## src/logic/route_pkg.sv

```systemverilog
package route_pkg;

    // mesh geometry
    localparam int mesh_nx = 4;                 // columns
    localparam int mesh_ny = 3;                 // rows
    localparam int x_w     = $clog2(mesh_nx);
    localparam int y_w     = $clog2(mesh_ny);

    localparam int port_num = 5;                // local, east, north, west, south
    localparam int code_w   = 4;                // {x, y, a, b}
    localparam int algo_w   = 2;
    localparam int cnt_w    = 8;

    // apb widths
    localparam int addr_w = 4;
    localparam int data_w = 32;

    // config register fields
    localparam int cfg_x_lsb    = 0;
    localparam int cfg_y_lsb    = 2;
    localparam int cfg_algo_lsb = 4;

    // dest register fields
    localparam int dest_x_lsb = 0;
    localparam int dest_y_lsb = 2;

    // result register fields
    localparam int res_mask_lsb = 0;
    localparam int res_code_lsb = 5;
    localparam int res_done_bit = 16;
    localparam int res_err_bit  = 17;
    localparam int res_cnt_lsb  = 24;

    // port numbers, also the bit index in the mask
    typedef enum logic [2:0] {
        port_local = 3'd0,
        port_east  = 3'd1,
        port_north = 3'd2,
        port_west  = 3'd3,
        port_south = 3'd4
    } port_e;

    typedef enum logic [algo_w-1:0] {
        algo_xy             = 2'd0,
        algo_west_first     = 2'd1,
        algo_north_last     = 2'd2,
        algo_negative_first = 2'd3
    } route_algo_e;

    typedef enum logic [addr_w-1:0] {
        addr_config = 4'h0,
        addr_dest   = 4'h4,
        addr_result = 4'h8
    } reg_addr_e;

    typedef struct packed {
        logic             valid;
        logic [x_w-1:0]   cur_x;
        logic [y_w-1:0]   cur_y;
        logic [x_w-1:0]   dest_x;
        logic [y_w-1:0]   dest_y;
        route_algo_e      algo;
    } route_req_t;

    typedef struct packed {
        logic                valid;
        logic                error;             // dest outside the mesh
        logic [port_num-1:0] mask;
        logic [code_w-1:0]   code;
    } route_res_t;

    typedef struct packed {
        logic [port_num-1:0] mask;
        logic [code_w-1:0]   code;
        logic                done;
        logic                error;
        logic [cnt_w-1:0]    count;
    } route_status_t;

endpackage

```

## src/logic/mesh_route_top.sv

```systemverilog
`timescale 1ns/10ps

module mesh_route_top
    import route_pkg::*;
(
    input  logic              pclk,
    input  logic              rst_n,
    input  logic              psel,
    input  logic              penable,
    input  logic              pwrite,
    input  logic [addr_w-1:0] paddr,
    input  logic [data_w-1:0] pwdata,
    output logic [data_w-1:0] prdata,
    output logic              pready,
    output logic              pslverr
);

    route_req_t    req;
    route_res_t    res;
    route_status_t status;
    logic          clear;

    // apb side, config and request
    route_apb_regs route_apb_regs_inst (
        .pclk    (pclk),
        .rst_n   (rst_n),
        .psel    (psel),
        .penable (penable),
        .pwrite  (pwrite),
        .paddr   (paddr),
        .pwdata  (pwdata),
        .prdata  (prdata),
        .pready  (pready),
        .pslverr (pslverr),
        .status  (status),
        .req     (req),
        .clear   (clear)
    );

    route_compute route_compute_inst (
        .pclk  (pclk),
        .rst_n (rst_n),
        .req   (req),
        .res   (res)
    );

    route_result route_result_inst (
        .pclk   (pclk),
        .rst_n  (rst_n),
        .res    (res),
        .clear  (clear),
        .status (status)
    );

endmodule

```

## src/logic/route_apb_regs.sv

```systemverilog
`timescale 1ns/10ps

module route_apb_regs
    import route_pkg::*;
(
    input  logic              pclk,
    input  logic              rst_n,
    input  logic              psel,
    input  logic              penable,
    input  logic              pwrite,
    input  logic [addr_w-1:0] paddr,
    input  logic [data_w-1:0] pwdata,
    output logic [data_w-1:0] prdata,
    output logic              pready,
    output logic              pslverr,
    input  route_status_t     status,
    output route_req_t        req,
    output logic              clear
);

    logic              access;
    logic              addr_hit;
    logic              bad_access;
    logic              cfg_wr;
    logic              dest_wr;
    logic [x_w-1:0]    cur_x_q;
    logic [y_w-1:0]    cur_y_q;
    route_algo_e       algo_q;
    logic [data_w-1:0] result_word;

    assign access   = psel && penable;          // completing edge of a transfer
    assign addr_hit = (paddr == addr_config) || (paddr == addr_dest) || (paddr == addr_result);
    assign bad_access = !addr_hit || (pwrite && (paddr == addr_result));

    assign pready  = 1'b1;                      // no wait states
    assign pslverr = access && bad_access;

    assign cfg_wr  = access && pwrite && (paddr == addr_config);
    assign dest_wr = access && pwrite && (paddr == addr_dest);

    // own position and algorithm
    always_ff @(posedge pclk or negedge rst_n) begin
        if (!rst_n) begin
            cur_x_q <= '0;
            cur_y_q <= '0;
            algo_q  <= algo_xy;
        end else if (cfg_wr) begin
            cur_x_q <= pwdata[cfg_x_lsb +: x_w];
            cur_y_q <= pwdata[cfg_y_lsb +: y_w];
            algo_q  <= route_algo_e'(pwdata[cfg_algo_lsb +: algo_w]);
        end
    end

    // request stage, dest fields double as the dest readback
    always_ff @(posedge pclk or negedge rst_n) begin
        if (!rst_n) begin
            req <= '0;
        end else begin
            req.valid <= dest_wr;               // one cycle per dest write
            if (dest_wr) begin
                req.cur_x  <= cur_x_q;
                req.cur_y  <= cur_y_q;
                req.algo   <= algo_q;
                req.dest_x <= pwdata[dest_x_lsb +: x_w];
                req.dest_y <= pwdata[dest_y_lsb +: y_w];
            end
        end
    end

    // done/error clear, one cycle after the config write
    always_ff @(posedge pclk or negedge rst_n) begin
        if (!rst_n) begin
            clear <= 1'b0;
        end else begin
            clear <= cfg_wr;
        end
    end

    always_comb begin
        result_word = '0;
        result_word[res_mask_lsb +: port_num] = status.mask;
        result_word[res_code_lsb +: code_w]   = status.code;
        result_word[res_done_bit]             = status.done;
        result_word[res_err_bit]              = status.error;
        result_word[res_cnt_lsb +: cnt_w]     = status.count;
    end

    // read mux, valid through the access phase
    always_comb begin
        prdata = '0;
        if (psel && !pwrite) begin
            case (reg_addr_e'(paddr))
                addr_config: begin
                    prdata[cfg_x_lsb +: x_w]       = cur_x_q;
                    prdata[cfg_y_lsb +: y_w]       = cur_y_q;
                    prdata[cfg_algo_lsb +: algo_w] = algo_q;
                end
                addr_dest: begin
                    prdata[dest_x_lsb +: x_w] = req.dest_x;
                    prdata[dest_y_lsb +: y_w] = req.dest_y;
                end
                addr_result: prdata = result_word;
                default:     prdata = '0;       // unmapped
            endcase
        end
    end

    // master must not drop psel between setup and access
    apb_setup_to_access: assert property (@(posedge pclk) disable iff (!rst_n)
        psel && !penable |=> psel && penable);

endmodule

```

## src/logic/route_compute.sv

```systemverilog
`timescale 1ns/10ps

module route_compute
    import route_pkg::*;
(
    input  logic       pclk,
    input  logic       rst_n,
    input  route_req_t req,
    output route_res_t res
);

    logic                x_plus;
    logic                x_min;
    logic                y_plus;
    logic                y_min;
    logic                same_x;
    logic                same_y;
    logic                out_of_mesh;
    port_e               x_port;
    port_e               y_port;
    logic [port_num-1:0] mask;
    logic [code_w-1:0]   code;

    // direction flags, y grows southward
    assign same_x = (req.dest_x == req.cur_x);
    assign same_y = (req.dest_y == req.cur_y);
    assign x_plus = (req.dest_x > req.cur_x);
    assign x_min  = (req.dest_x < req.cur_x);
    assign y_plus = (req.dest_y > req.cur_y);
    assign y_min  = (req.dest_y < req.cur_y);

    assign out_of_mesh = (int'(req.dest_x) >= mesh_nx) || (int'(req.dest_y) >= mesh_ny);

    assign x_port = x_plus ? port_east : port_west;
    assign y_port = y_plus ? port_south : port_north;

    // allowed output ports
    always_comb begin
        mask = '0;
        if (!out_of_mesh) begin
            if (same_x && same_y) begin
                mask[port_local] = 1'b1;
            end else if (same_x) begin
                mask[y_port] = 1'b1;            // straight north/south
            end else if (same_y) begin
                mask[x_port] = 1'b1;            // straight east/west
            end else begin
                // diagonal, algorithm decides
                case (req.algo)
                    algo_xy: begin
                        mask[x_port] = 1'b1;    // x first
                    end
                    algo_west_first: begin
                        mask[x_port] = 1'b1;
                        if (x_plus) begin
                            mask[y_port] = 1'b1;
                        end
                    end
                    algo_north_last: begin
                        mask[x_port] = 1'b1;
                        if (y_plus) begin
                            mask[port_south] = 1'b1;
                        end
                    end
                    algo_negative_first: begin
                        // east+south goes south only, west+north goes west only
                        if (!(x_plus && y_plus)) begin
                            mask[x_port] = 1'b1;
                        end
                        if (!(x_min && y_min)) begin
                            mask[y_port] = 1'b1;
                        end
                    end
                    default: mask[x_port] = 1'b1;
                endcase
            end
        end
    end

    // {x, y, a, b} port code
    assign code = out_of_mesh ? '0 : {x_plus, y_min,
                                      mask[port_east] | mask[port_west],
                                      mask[port_north] | mask[port_south]};

    always_ff @(posedge pclk or negedge rst_n) begin
        if (!rst_n) begin
            res <= '0;
        end else begin
            res.valid <= req.valid;
            if (req.valid) begin
                res.error <= out_of_mesh;
                res.mask  <= mask;
                res.code  <= code;
            end
        end
    end

    // deterministic xy must never offer two ports
    xy_one_hot: assert property (@(posedge pclk) disable iff (!rst_n)
        res.valid && !res.error && ($past(req.algo) == algo_xy) |-> $onehot(res.mask));

    in_mesh_has_port: assert property (@(posedge pclk) disable iff (!rst_n)
        res.valid && !res.error |-> res.mask != '0);

endmodule

```

## src/logic/route_result.sv

```systemverilog
`timescale 1ns/10ps

module route_result
    import route_pkg::*;
(
    input  logic          pclk,
    input  logic          rst_n,
    input  route_res_t    res,
    input  logic          clear,
    output route_status_t status
);

    always_ff @(posedge pclk or negedge rst_n) begin
        if (!rst_n) begin
            status <= '0;
        end else if (res.valid) begin
            status.mask  <= res.mask;
            status.code  <= res.code;
            status.done  <= 1'b1;
            status.error <= status.error | res.error;   // sticky until clear
            status.count <= status.count + 1'b1;        // wraps at 256
        end else if (clear) begin
            // count survives a config write
            status.done  <= 1'b0;
            status.error <= 1'b0;
        end
    end

    // clear lags a config write by one stage and a result lags a dest write by two,
    // and apb transfers complete at least two edges apart
    no_clear_on_result: assert property (@(posedge pclk) disable iff (!rst_n)
        !(clear && res.valid));

endmodule

```

## config.mk

```make
export PLATFORM = sky130hd
export DESIGN_NAME = mesh_route_top
export DESIGN_NICKNAME = d
export VERILOG_FILES = /design/src/logic/route_pkg.sv /design/src/logic/mesh_route_top.sv /design/src/logic/route_apb_regs.sv /design/src/logic/route_compute.sv /design/src/logic/route_result.sv
export SDC_FILE = /design/constraint.sdc
export NUM_CORES = 1
export LEC_CHECK = 0
export BUFFER_PORTS_ARGS = -buffer_cell sky130_fd_sc_hd__buf_2
export CAP_MARGIN = 20
export CORE_MARGIN = 2
export CORE_UTILIZATION = 30
export CTS_BUF_LIST = sky130_fd_sc_hd__clkbuf_8
export DETAILED_ROUTE_END_ITERATION = 8
export PLACE_DENSITY_LB_ADDON = 0.05
export SLEW_MARGIN = 5
export SYNTH_ARGS = -nofsm -noshare
export SYNTH_HDL_FRONTEND = slang
export SYNTH_HIERARCHICAL = 1
export SYNTH_SLANG_ARGS = --single-unit
```

## constraint.sdc

```tcl
create_clock -name pclk -period 5 [get_ports pclk]
set_clock_uncertainty 0.2 [all_clocks]
set_input_delay 0.25 -clock pclk [delete_from_list [all_inputs] [get_ports pclk]]
set_output_delay 0.25 -clock pclk [all_outputs]
set_load 0.01 [all_outputs]
```

======== Yosys cells after proc, flatten, opt, wreduce, memory -nomap -nowiden ========
Cells that the tools add are included.
operators by class
  add/sub/neg operators ................... 1
  $lt $le $gt $ge ......................... 9
  eq/ne operators ......................... 7
  multiplexer cells ....................... 28
  bitwise gates (word level) .............. 5
  reductions and logical operators ........ 20
operator list
  kind                                                                          number
  5-bit two-way mux                                                             11
  32-bit two-way mux                                                            1
  26-bit two-way mux                                                            1
  5-bit case mux with 4 select lines                                            1
  1-bit logical AND                                                             12
  4-bit case mux with 3 select lines                                            1
  5-bit bitwise OR                                                              2
  8-bit by 1-bit adder with 8-bit output, second input constant                 1
  3-bit by 4-bit less-than comparator with 1-bit output, second input constant  2
  4-bit two-way mux                                                             2
  1-bit demux with 3-bit select                                                 2
  3-bit by 1-bit >= comparator with 1-bit output, second input constant         2
  2-bit two-way mux                                                             3
  2-bit equality test                                                           2
  2-bit equality test, second input constant                                    2
  4-bit by 3-bit equality test with 1-bit output, second input constant         1
  4-bit equality test, second input constant                                    1
  2-bit > comparator                                                            2
  4-bit logical NOT                                                             1
  2-bit less-than comparator                                                    2
  1-bit two-way mux                                                             4
  2-bit case mux with 2 select lines                                            1
  1-bit logical OR                                                              3
  3-bit two-way mux                                                             1
  6 further kinds                                                               9
word-level totals
  register bits after elaboration ......... 48
  input port bits ......................... 41

======== Logic depth before layout (Yosys ltp) ========
Gate-level depths: netlist of run 1.
  depth after elaboration ................. 21
  mapped depth ............................ 6

======== Hierarchy ========
Netlist of run 1, hierarchy kept.
by module, submodules not included
  module          times used  cells an instance  area each (µm²)  sequential area each (µm²)
  route_apb_regs  1           95                 1093.5           450.4
  route_result    1           53                 768.2            475.5
  route_compute   1           53                 554.3            275.3

======== Worst setup path after synthesis of run 1 ========
No wires, ideal clock.
  path kind ............................... reg2reg
  start point ............................. register route_apb_regs_inst/req[3] (netlist name)
  end point ............................... register route_compute_inst/res[0] (netlist name)
  library setup time ...................... 122 ps
  data arrival time ....................... 1301 ps
  slack ................................... 3377 ps
  stages on the path, launching flop included .. 6
  buffers on the path ..................... 0
  period minus slack after synthesis ...... 1623 ps
  path through ............................ dfrtp_1 ha_1 nor2b_1 or2_1 a21oi_1 o2bb2ai_1
on the way
  cells in the longest elaborated chain, start to end .. 17
RTL lines
  item                                                                                            RTL line             RTL
  branches (longest 16 deep; another with 3-bit by 4-bit less-than comparator with 1-bit output)  --
  4-bit two-way mux *                                                                             route_compute.sv:81  assign code = out_of_mesh ? '0 : {x_plus, y_min,
Mark *: on every way between the ends. The select of a mux whose other input is x is not followed.
A chain may end at the register's enable or synchronous reset.

======== Final worst setup path of run 1 ========
  start point ............................. input paddr[1]
  end point ............................... output prdata[7]
on the way
  cells in the longest elaborated chain, start to end .. 3
RTL lines
  item                 RTL line              RTL
  start: declaration   mesh_route_top.sv:11  input logic [addr_w-1:0] paddr,
  4-bit equality test  route_apb_regs.sv:92  case (reg_addr_e'(paddr))
  26-bit two-way mux   route_apb_regs.sv:92
  32-bit two-way mux   route_apb_regs.sv:91  if (psel && !pwrite) begin
  end: declaration     mesh_route_top.sv:13  output logic [data_w-1:0] prdata,
No other way between the ends.

==> metrics.md, run 1 <==
| Metric | Value |
|---|---|
| Outcome | finished, final reports clean |
| EDFF count, synth | 0 |
| FILL cells | 797 |
| Gr usage total | 12.1% |
| CTS max path bufs | 2 |
| Number of global-route vias before repair | 1,566 |
| Mean Syn Cell Area | 12.0 um2 |
| Worst-path clk slew | 90 ps |
| Initial antenna violation count | 0 |
| GRT Residual Overflow | 0 |
| Remaining DRCs | 0 |
| Multi-input logic area | between 1000 and 1500 um2 |
| Unrepaired setup endpoints after global routing | no |
| Post-synthesis cell type count | between 40 and 50 |
| Synth area leader | dfrtp_1 |
| Layout area overhead | 14.6% |
| Initial core utilization | 31.1% |
| Worst path required time | 4550 ps |
| CTS buffer count | 5 |
| H-Tree Depth | 2 |
| Hold WC Path Type | reg -> reg |
| Clock sinks | 48 |
| Vias per cell | 4.47 |
| DIE WIDTH | 93.7 um |
| FMAX | 477 MHz |
| First-pass GRT wire length | 8270 um |
| Pwr dens | 277 nW/um2 |
| Async set or reset register ratio after synthesis | 100% |
| Diode count | 0 |
| Crit end category | output pin |
| Dpl ws | around 2900 ps |
| Top post-synthesis cells by area | dfrtp_1 50%, mux2_4 5.6%, mux2_2 5.1%, buf_4 5.0%, and2_1 3.6% |
| CP dominant cell by count | buf_2 |
| Largest net degree at the start of global routing | between 40 and 50 |
| Gpl congestion | between 0.6 and 0.7 |
| Via count | about 1.5k |
| WL/cell | 13.8 um |
| Number of port buffers | 34 |
| Peak VDD IR | 109 uV |
| CTS root buf | clkbuf_8 |
| Syn Inst Count | 201 |
| Top_reg_cell synth | dfrtp_1 |
| Row count | 32 |
| Post-synthesis register bit count | 48 |
| # nets final | 288 |
| CTS tree | yes |
| HPWL Detailed | 3350 um |
| Fin crit period | around 2100 ps |
| Startpoint Class | primary input |
| Core area | 7770 um2 |
| Post-CTS sizing | 0 |
| Cells after DPL | 330 |
| Critical path peak fanout | 13 |
| Die height | 93.7 um |
| Worst Tran Pin Value | between 700 and 800 ps |
| Sequential cell area | 1200 um2 |
| Drt first pass iters | 4 |
| Slowest CP cell | and3b_1 |
| Top cell type's share of synthesized area | 49.7% |
| Final hold vios | 0 |
| Layout cells sized above 1 | between 20% and 30% |
| Final Power | 0.766 mW |
| Post-route antenna net violation count | 0 |
| Final setup violation count | 0 |
| Worst path max stage delay | 500 ps |
| Area of the mapped netlist | 2420 um2 |
| Leakage power | 1.41 nW |
| Yosys warns | 6 |
| Post-synthesis sequential area ratio | 49.7% |
| Min Hold Slack | 231 ps |
| CP Data Arrival Time | roughly 1700 ps |
| Critical Path, Cell by Cell | buf_2 > nor4b_2 > and3b_1 > and2_1 > buf_2 |
| Setup TNS | 0 ps |
| Final Max Slew Viols | 0 |
| Clk_lat worst skew | 300 ps |
| Non-Filler Instances | 345 |
| Top Ports | 75 |
| Number of DRC markers in iteration 0 | 89 |
| Worst Setup Path Type | in -> out |
| Period utilisation layout | 41.9% |
| Worst slew margin | 50.4% |
| Full die area | approximately 8800 um2 |
| Detailed Route WL | 4770 um |
| Max-Cap Viols | 0 |
| Final setup margin | 2900 ps |
-- sequential cells by signal, summed over array words and instances, names as in the netlist --
signal / count
route_apb_regs_inst/algo_q: 2
route_apb_regs_inst/clear: 1
route_apb_regs_inst/cur_x_q: 2
route_apb_regs_inst/cur_y_q: 2
route_apb_regs_inst/req: 11
route_compute_inst/res: 11
route_result_inst/status: 19
-- routing by layer --
metal	GRT usage (%)	share of wire, %
met5	0	0
met4	2.54	0.88
met3	2.41	4.9
met2	18.6	45
met1	17.7	49
-- cell usage in the layout, fill, tap and decap left out, types with 2 or more instances in the layout --
cell	instances
dfrtp_1	48
buf_2	34
and2_1	14
conb_1	14
nand2_1	13
inv_1	11
nor2_1	11
mux2_2	11
mux2_4	9
dlygate4sd3_1	7
clkbuf_8	6
mux2_1	6
a21oi_1	5
ha_1	5
a222oi_1	4
o21ai_0	4
xnor2_1	4
a22o_1	3
o2bb2ai_1	3
xor2_1	3
mux2i_1	2
nor2b_1	2
and3_1	2
o2111ai_1	2
nand4_1	2
-- cell type report --
type	count	share of cell area [%]
clock inverters	2	0.271
multi-input cells	135	38.4
well taps	102	4.61
flip-flops and latches	48	43.4
inverters	10	1.36
clock buffers	6	2.98
repair buffers	42	8.95
-- critical path: cells and delay by family --
family	cells	cell delay, ps
simple gates	3	1130
buf+inv	2	250
-- cells in the mapped netlist (2+ instances only) --
| library cell | count |
|---|---|
| o21ai_0 | 4 |
| and3_1 | 2 |
| buf_6 | 3 |
| and2_1 | 14 |
| ha_1 | 5 |
| a222oi_1 | 4 |
| nand4_1 | 2 |
| dfrtp_1 | 48 |
| a21oi_1 | 5 |
| mux2_1 | 6 |
| xor2_1 | 3 |
| xnor2_1 | 4 |
| o2111ai_1 | 2 |
| mux2i_1 | 2 |
| nand2_1 | 13 |
| mux2_4 | 9 |
| inv_1 | 9 |
| a22o_1 | 3 |
| nor2b_1 | 2 |
| o2bb2ai_1 | 3 |
| conb_1 | 2 |
| mux2_2 | 11 |
| nor2_1 | 11 |
| buf_4 | 16 |
-- power by group --
part,leakage [nW],internal [mW],switching (mW),total (mW)
clock network,0.0538,0.109,0.129,0.238
registers,0.658,0.413,0.0241,0.437
logic,0.702,0.0424,0.0494,0.0918
total,1.41,0.564,0.202,0.766
-- kinds of logic (layout without fill, tap and decap cells) --
kind of cell	Yosys count	in the layout	synth area share [%]
buf+inv	30	60	8.13
mux	28	28	14.3
compound gates	24	24	7.98
simple gates	57	57	14.4
other cells	2	14	0.311
flops	48	48	49.7
xor+xnor	7	7	2.54
fa+ha+maj	5	5	2.59
-- through the flow --
step	cell area, um2	utilization, %
after floorplan	2460	-
after global placement	2610	33.6
after detailed placement	2610	33.6
after CTS	2770	35.6
after global routing	2770	35.6
final	2770	35.6
-- repair_timing --
item                      4_1_cts  5_1_grt
buffers inserted                0        0
hold endpoints to repair       58        0
hold buffers                    7        0
-- path summary, 6_finish.rpt --
kind,start,end,slack (ps),cells past startpoint
worst max-delay path,paddr[1],prdata[7],2900,5
worst min-delay path,route_apb_regs_inst/clear,route_result_inst/status[8],230,1
worst max register to register,route_apb_regs_inst/req[3],route_compute_inst/res[0],3230,5
worst min register to register,route_apb_regs_inst/clear,route_result_inst/status[8],230,1
max in group asynchronous,rst_n,route_apb_regs_inst/clear,3800,3
min in group asynchronous,rst_n,route_result_inst/status[11],390,3
No activity file was read; power rests on OpenSTA's default activity.
==> run 2, diff against run 1 <==
ABC_AREA = 1   (was unset)
clock period = 1.97 ns   (was 5 ns; I/O delays follow)
==> metrics.md, run 2 <==
| Metric | Value |
|---|---|
| Layout cells sized above 1 | 20.1% (was 29.2%) |
| WL/cell | 12.8 um (was 13.8 um) |
| Clock sinks | 48 (unchanged) |
| Critical Path, Cell by Cell | ha_1 > a21oi_2 > nand2_1 > nand2_1 > nand2_1 > nand2_1 > nand2_1 (was buf_2 > nor4b_2 > and3b_1 > and2_1 > buf_2) |
| Max reg flops | 19 (unchanged) |
| Setup TNS | 0 ps (unchanged) |
| Sequential cell area | 1200 um2 (unchanged) |
| Most common cell after layout, fill and taps aside | nand2_1 (was dfrtp_1) |
| Outcome | finished, final reports clean (unchanged) |
| Gr usage total | 13.9% (was 12.1%) |
| Top_reg_cell synth | dfrtp_1 (unchanged) |
| Reg power frac | 46.9% (was 57.0%) |
| Cells after DPL | 463 (was 330) |
| Post-DP Area | 2850 um2 (was 2610 um2) |
| Worst-path clk slew | 90 ps (about the same) |
| Clk pwr share | 41.2% (was 31.0%) |
| Layout area overhead | 18.9% (was 14.6%) |
| Switch share | 25.0% (was 26.4%) |
| Largest net degree at the start of global routing | 24 (was 49) |
| Synth area leader | dfrtp_1 (unchanged) |
| Final Max Slew Viols | 0 (unchanged) |
| Post-CTS sizing | 0 (unchanged) |
| Period utilisation layout | 84.5% |
| Die height | 97.0 um (was 93.7 um) |
| H-Tree Depth | 2 (unchanged) |
| Top Ports | 75 (unchanged) |
| Initial core utilization | 31.3% (was 31.1%) |
| Gpl congestion | 0.714 (was 0.669) |
| Final Power | 2.39 mW (was 0.766 mW) |
| Post-Layout Inst Area | 3090 um2 (was 2770 um2) |
| CTS root buf | clkbuf_8 (unchanged) |
| Full die area | 9410 um2 (was 8790 um2) |
| Crit end category | register (was output pin) |
| Final hold vios | 0 (unchanged) |
| Remaining DRCs | 0 (unchanged) |
| Fin crit period | 1670 ps |
| Most frequent cells in the layout | 118 x nand2_1, 48 x dfrtp_1, 34 x buf_2, 28 x inv_1, 23 x nand3_1 (was 48 x dfrtp_1, 34 x buf_2, 14 x and2_1, 14 x conb_1, 13 x nand2_1) |
| GRT Residual Overflow | 0 (unchanged) |
| Clk_lat worst skew | 310 ps (was 300 ps) |
| Worst path required time | 1970 ps (was 4550 ps) |
| Post-synthesis cell type count | 30 (was 42) |
| Max-Cap Viols | 0 (unchanged) |
| Startpoint Class | register (was primary input) |
| Vias per cell | 4.41 (was 4.47) |
| Pint | 1.79 mW (was 0.564 mW) |
| FMAX | 601 MHz |
| Logic gate share of total power | 12.0% (about the same) |
| Unrepaired setup endpoints after global routing | no (unchanged) |
| Drt first pass iters | 4 (unchanged) |
| Largest regs | route_result_inst/status (19), route_apb_regs_inst/req (11), route_compute_inst/res (11) (unchanged) |
| Area of the mapped netlist | 2590 um2 (was 2420 um2) |
| Slowest CP cell | dfrtp_1 (was and3b_1) |
| CTS max path bufs | 2 (unchanged) |
| Non-Filler Instances | 479 (was 345) |
| Dpl ws | 302 ps (was 2870 ps) |
| Leakage power | 1.67 nW (was 1.41 nW) |
| EDFF count, synth | 0 (unchanged) |
| Top post-synthesis cells by area | dfrtp_1 46%, nand2_1 17%, buf_4 4.9%, nand3_1 4.4%, inv_1 4.1% (was dfrtp_1 50%, mux2_4 5.6%, mux2_2 5.1%, buf_4 5.0%, and2_1 3.6%) |
| DIE WIDTH | 97.0 um (was 93.7 um) |
| Yosys warns | 6 (unchanged) |
| Multi-input logic area | 1150 um2 (was 1060 um2) |
| Worst slew margin | 62.4% (was 50.4%) |
| Switching pwr | 0.596 mW (was 0.202 mW) |
| CP Data Arrival Time | 1670 ps (was 1650 ps) |
| CP dominant cell by count | nand2_1 (was buf_2) |
| Worst path max stage delay | 420 ps (was 500 ps) |
| Count leader, synth | nand2_1 (was dfrtp_1) |
| Post-CTS Setup Bufs | 0 (unchanged) |
| First-pass GRT wire length | 10,500 um (was 8270 um) |
| Number of port buffers | 34 (unchanged) |
| HPWL Detailed | 4460 um (was 3350 um) |
| Final setup violation count | 0 (unchanged) |
| Peak VDD IR | 398 uV (was 109 uV) |
| Number of DRC markers in iteration 0 | 79 (was 89) |
| Detailed Route WL | 6110 um (was 4770 um) |
| # nets final | 419 (was 288) |
| Number of global-route vias before repair | 2,147 (was 1,566) |
| Largest Register | route_result_inst/status (unchanged) |
| CTS buffer count | 5 (unchanged) |
| Top cell type's share of synthesized area | 46.3% (was 49.7%) |
| Syn Inst Count | 328 (was 201) |
| Hold WC Path Type | in -> reg (was reg -> reg) |
| Final setup margin | 305 ps (was 2900 ps) |
| Post-synthesis register bit count | 48 (unchanged) |
| Pwr dens | 774 nW/um2 (was 277 nW/um2) |
| Core area | 8300 um2 (was 7770 um2) |
| Initial antenna violation count | 0 (unchanged) |
| CTS tree | yes (unchanged) |
| Post-route antenna net violation count | 0 (unchanged) |
| Worst Setup Path Type | reg -> reg (was in -> out) |
| Worst Tran Pin Value | 565 ps (was 743 ps) |
| Row count | 33 (was 32) |
| Mean Syn Cell Area | 7.91 um2 (was 12.0 um2) |
| Diode count | 0 (unchanged) |
| FILL cells | 901 (was 797) |
| Via count | 2,112 (was 1,543) |
| Post-synth top cells | 118 x nand2_1, 48 x dfrtp_1, 28 x inv_1 (was 48 x dfrtp_1, 16 x buf_4, 14 x and2_1) |
| Async set or reset register ratio after synthesis | 100% (unchanged) |
| Critical path peak fanout | 3 (was 13) |
| Post-synthesis sequential area ratio | 46.3% (was 49.7%) |
| Hold buffers post-CTS | 8 (was 7) |
-- run 2: cell count changes after synthesis, moves of 4 or more --
cell	change
nand2_1	+105
nand3_1	+22
inv_1	+19
and2_1	-14
mux2_2	-11
o21ai_1	+10
mux2_4	-9
nor2_1	+7
o21ai_0	+7
mux2_1	-6
buf_2	+5
nand2_2	+5
a222oi_1	-4
nor2_4	+4
-- run 2: power by group through the flow --
| stage | Sequential (mW) | Clock [mW] | Combinational, mW |
|---|---|---|---|
| 2_1_floorplan | 1.11 | 0 | 0.212 |
| 3_3_place_gp | 1.14 | 0 | 0.277 |
| 3_5_place_dp | 1.14 | 0 | 0.278 |
| 4_1_cts | 1.12 | 1.02 | 0.292 |
| 5_1_grt | 1.13 | 1.04 | 0.337 |
| 6_report | 1.12 | 0.984 | 0.286 |
-- run 2: area by class of cell --
class                      instances  share of cell area [%]
multi-input combinational        237                    37.4
inverter                          31                    3.77
clock buffer                       5                    2.23
sequential                        48                    38.9
tap                              105                    4.26
clock inverter                     3                    2.92
timing repair buffer              50                    10.5
-- run 2: path summary, 6_finish.rpt --
path	startpoint	to	slack, ps	cells past startpoint
setup / recovery	route_apb_regs_inst/req[5]	route_compute_inst/res[0]	300	7
hold / removal	paddr[3]	route_apb_regs_inst/req[10]	50	4
setup reg to reg	route_apb_regs_inst/req[5]	route_compute_inst/res[0]	300	7
hold reg to reg	route_result_inst/status[13]	route_result_inst/status[13]	280	2
max in group asynchronous	rst_n	route_result_inst/status[14]	910	3
min in group asynchronous	rst_n	route_result_inst/status[6]	110	2
-- run 2: critical path: cells and delay by family (launching register included) --
family / cells / cell delay [ps]
flops: 1 / 420
fa+ha+maj: 1 / 360
simple gates: 5 / 310
compound gates: 1 / 260
-- run 2: stage by stage --
stage / hold slack, ps / util [%]
2_1_floorplan: -397 / -
3_3_place_gp: -64.8 / 34.3
3_5_place_dp: -75.4 / 34.3
4_1_cts: 43.2 / 37.2
5_1_grt: 95.2 / 37.2
6_report: 47.5 / 37.2
-- run 2: cells by family after synthesis --
family | after synthesis | share of synthesized area, %
XOR/XNOR | 5 | 1.69
AND/OR/NAND/NOR | 183 | 32.1
buffers and inverters | 55 | 10.9
AO/OA/AOI/OAI | 30 | 6.27
adder cells (fa/ha/maj) | 5 | 2.41
flip-flops | 48 | 46.3
other | 2 | 0.289
-- run 2: routing by layer --
metal | share of wire, % | global-route usage [%]
met2 | 48 | 23.3
met3 | 3.1 | 2.60
met4 | 1.3 | 4.23
met1 | 47 | 18.2
met5 | 0 | 0
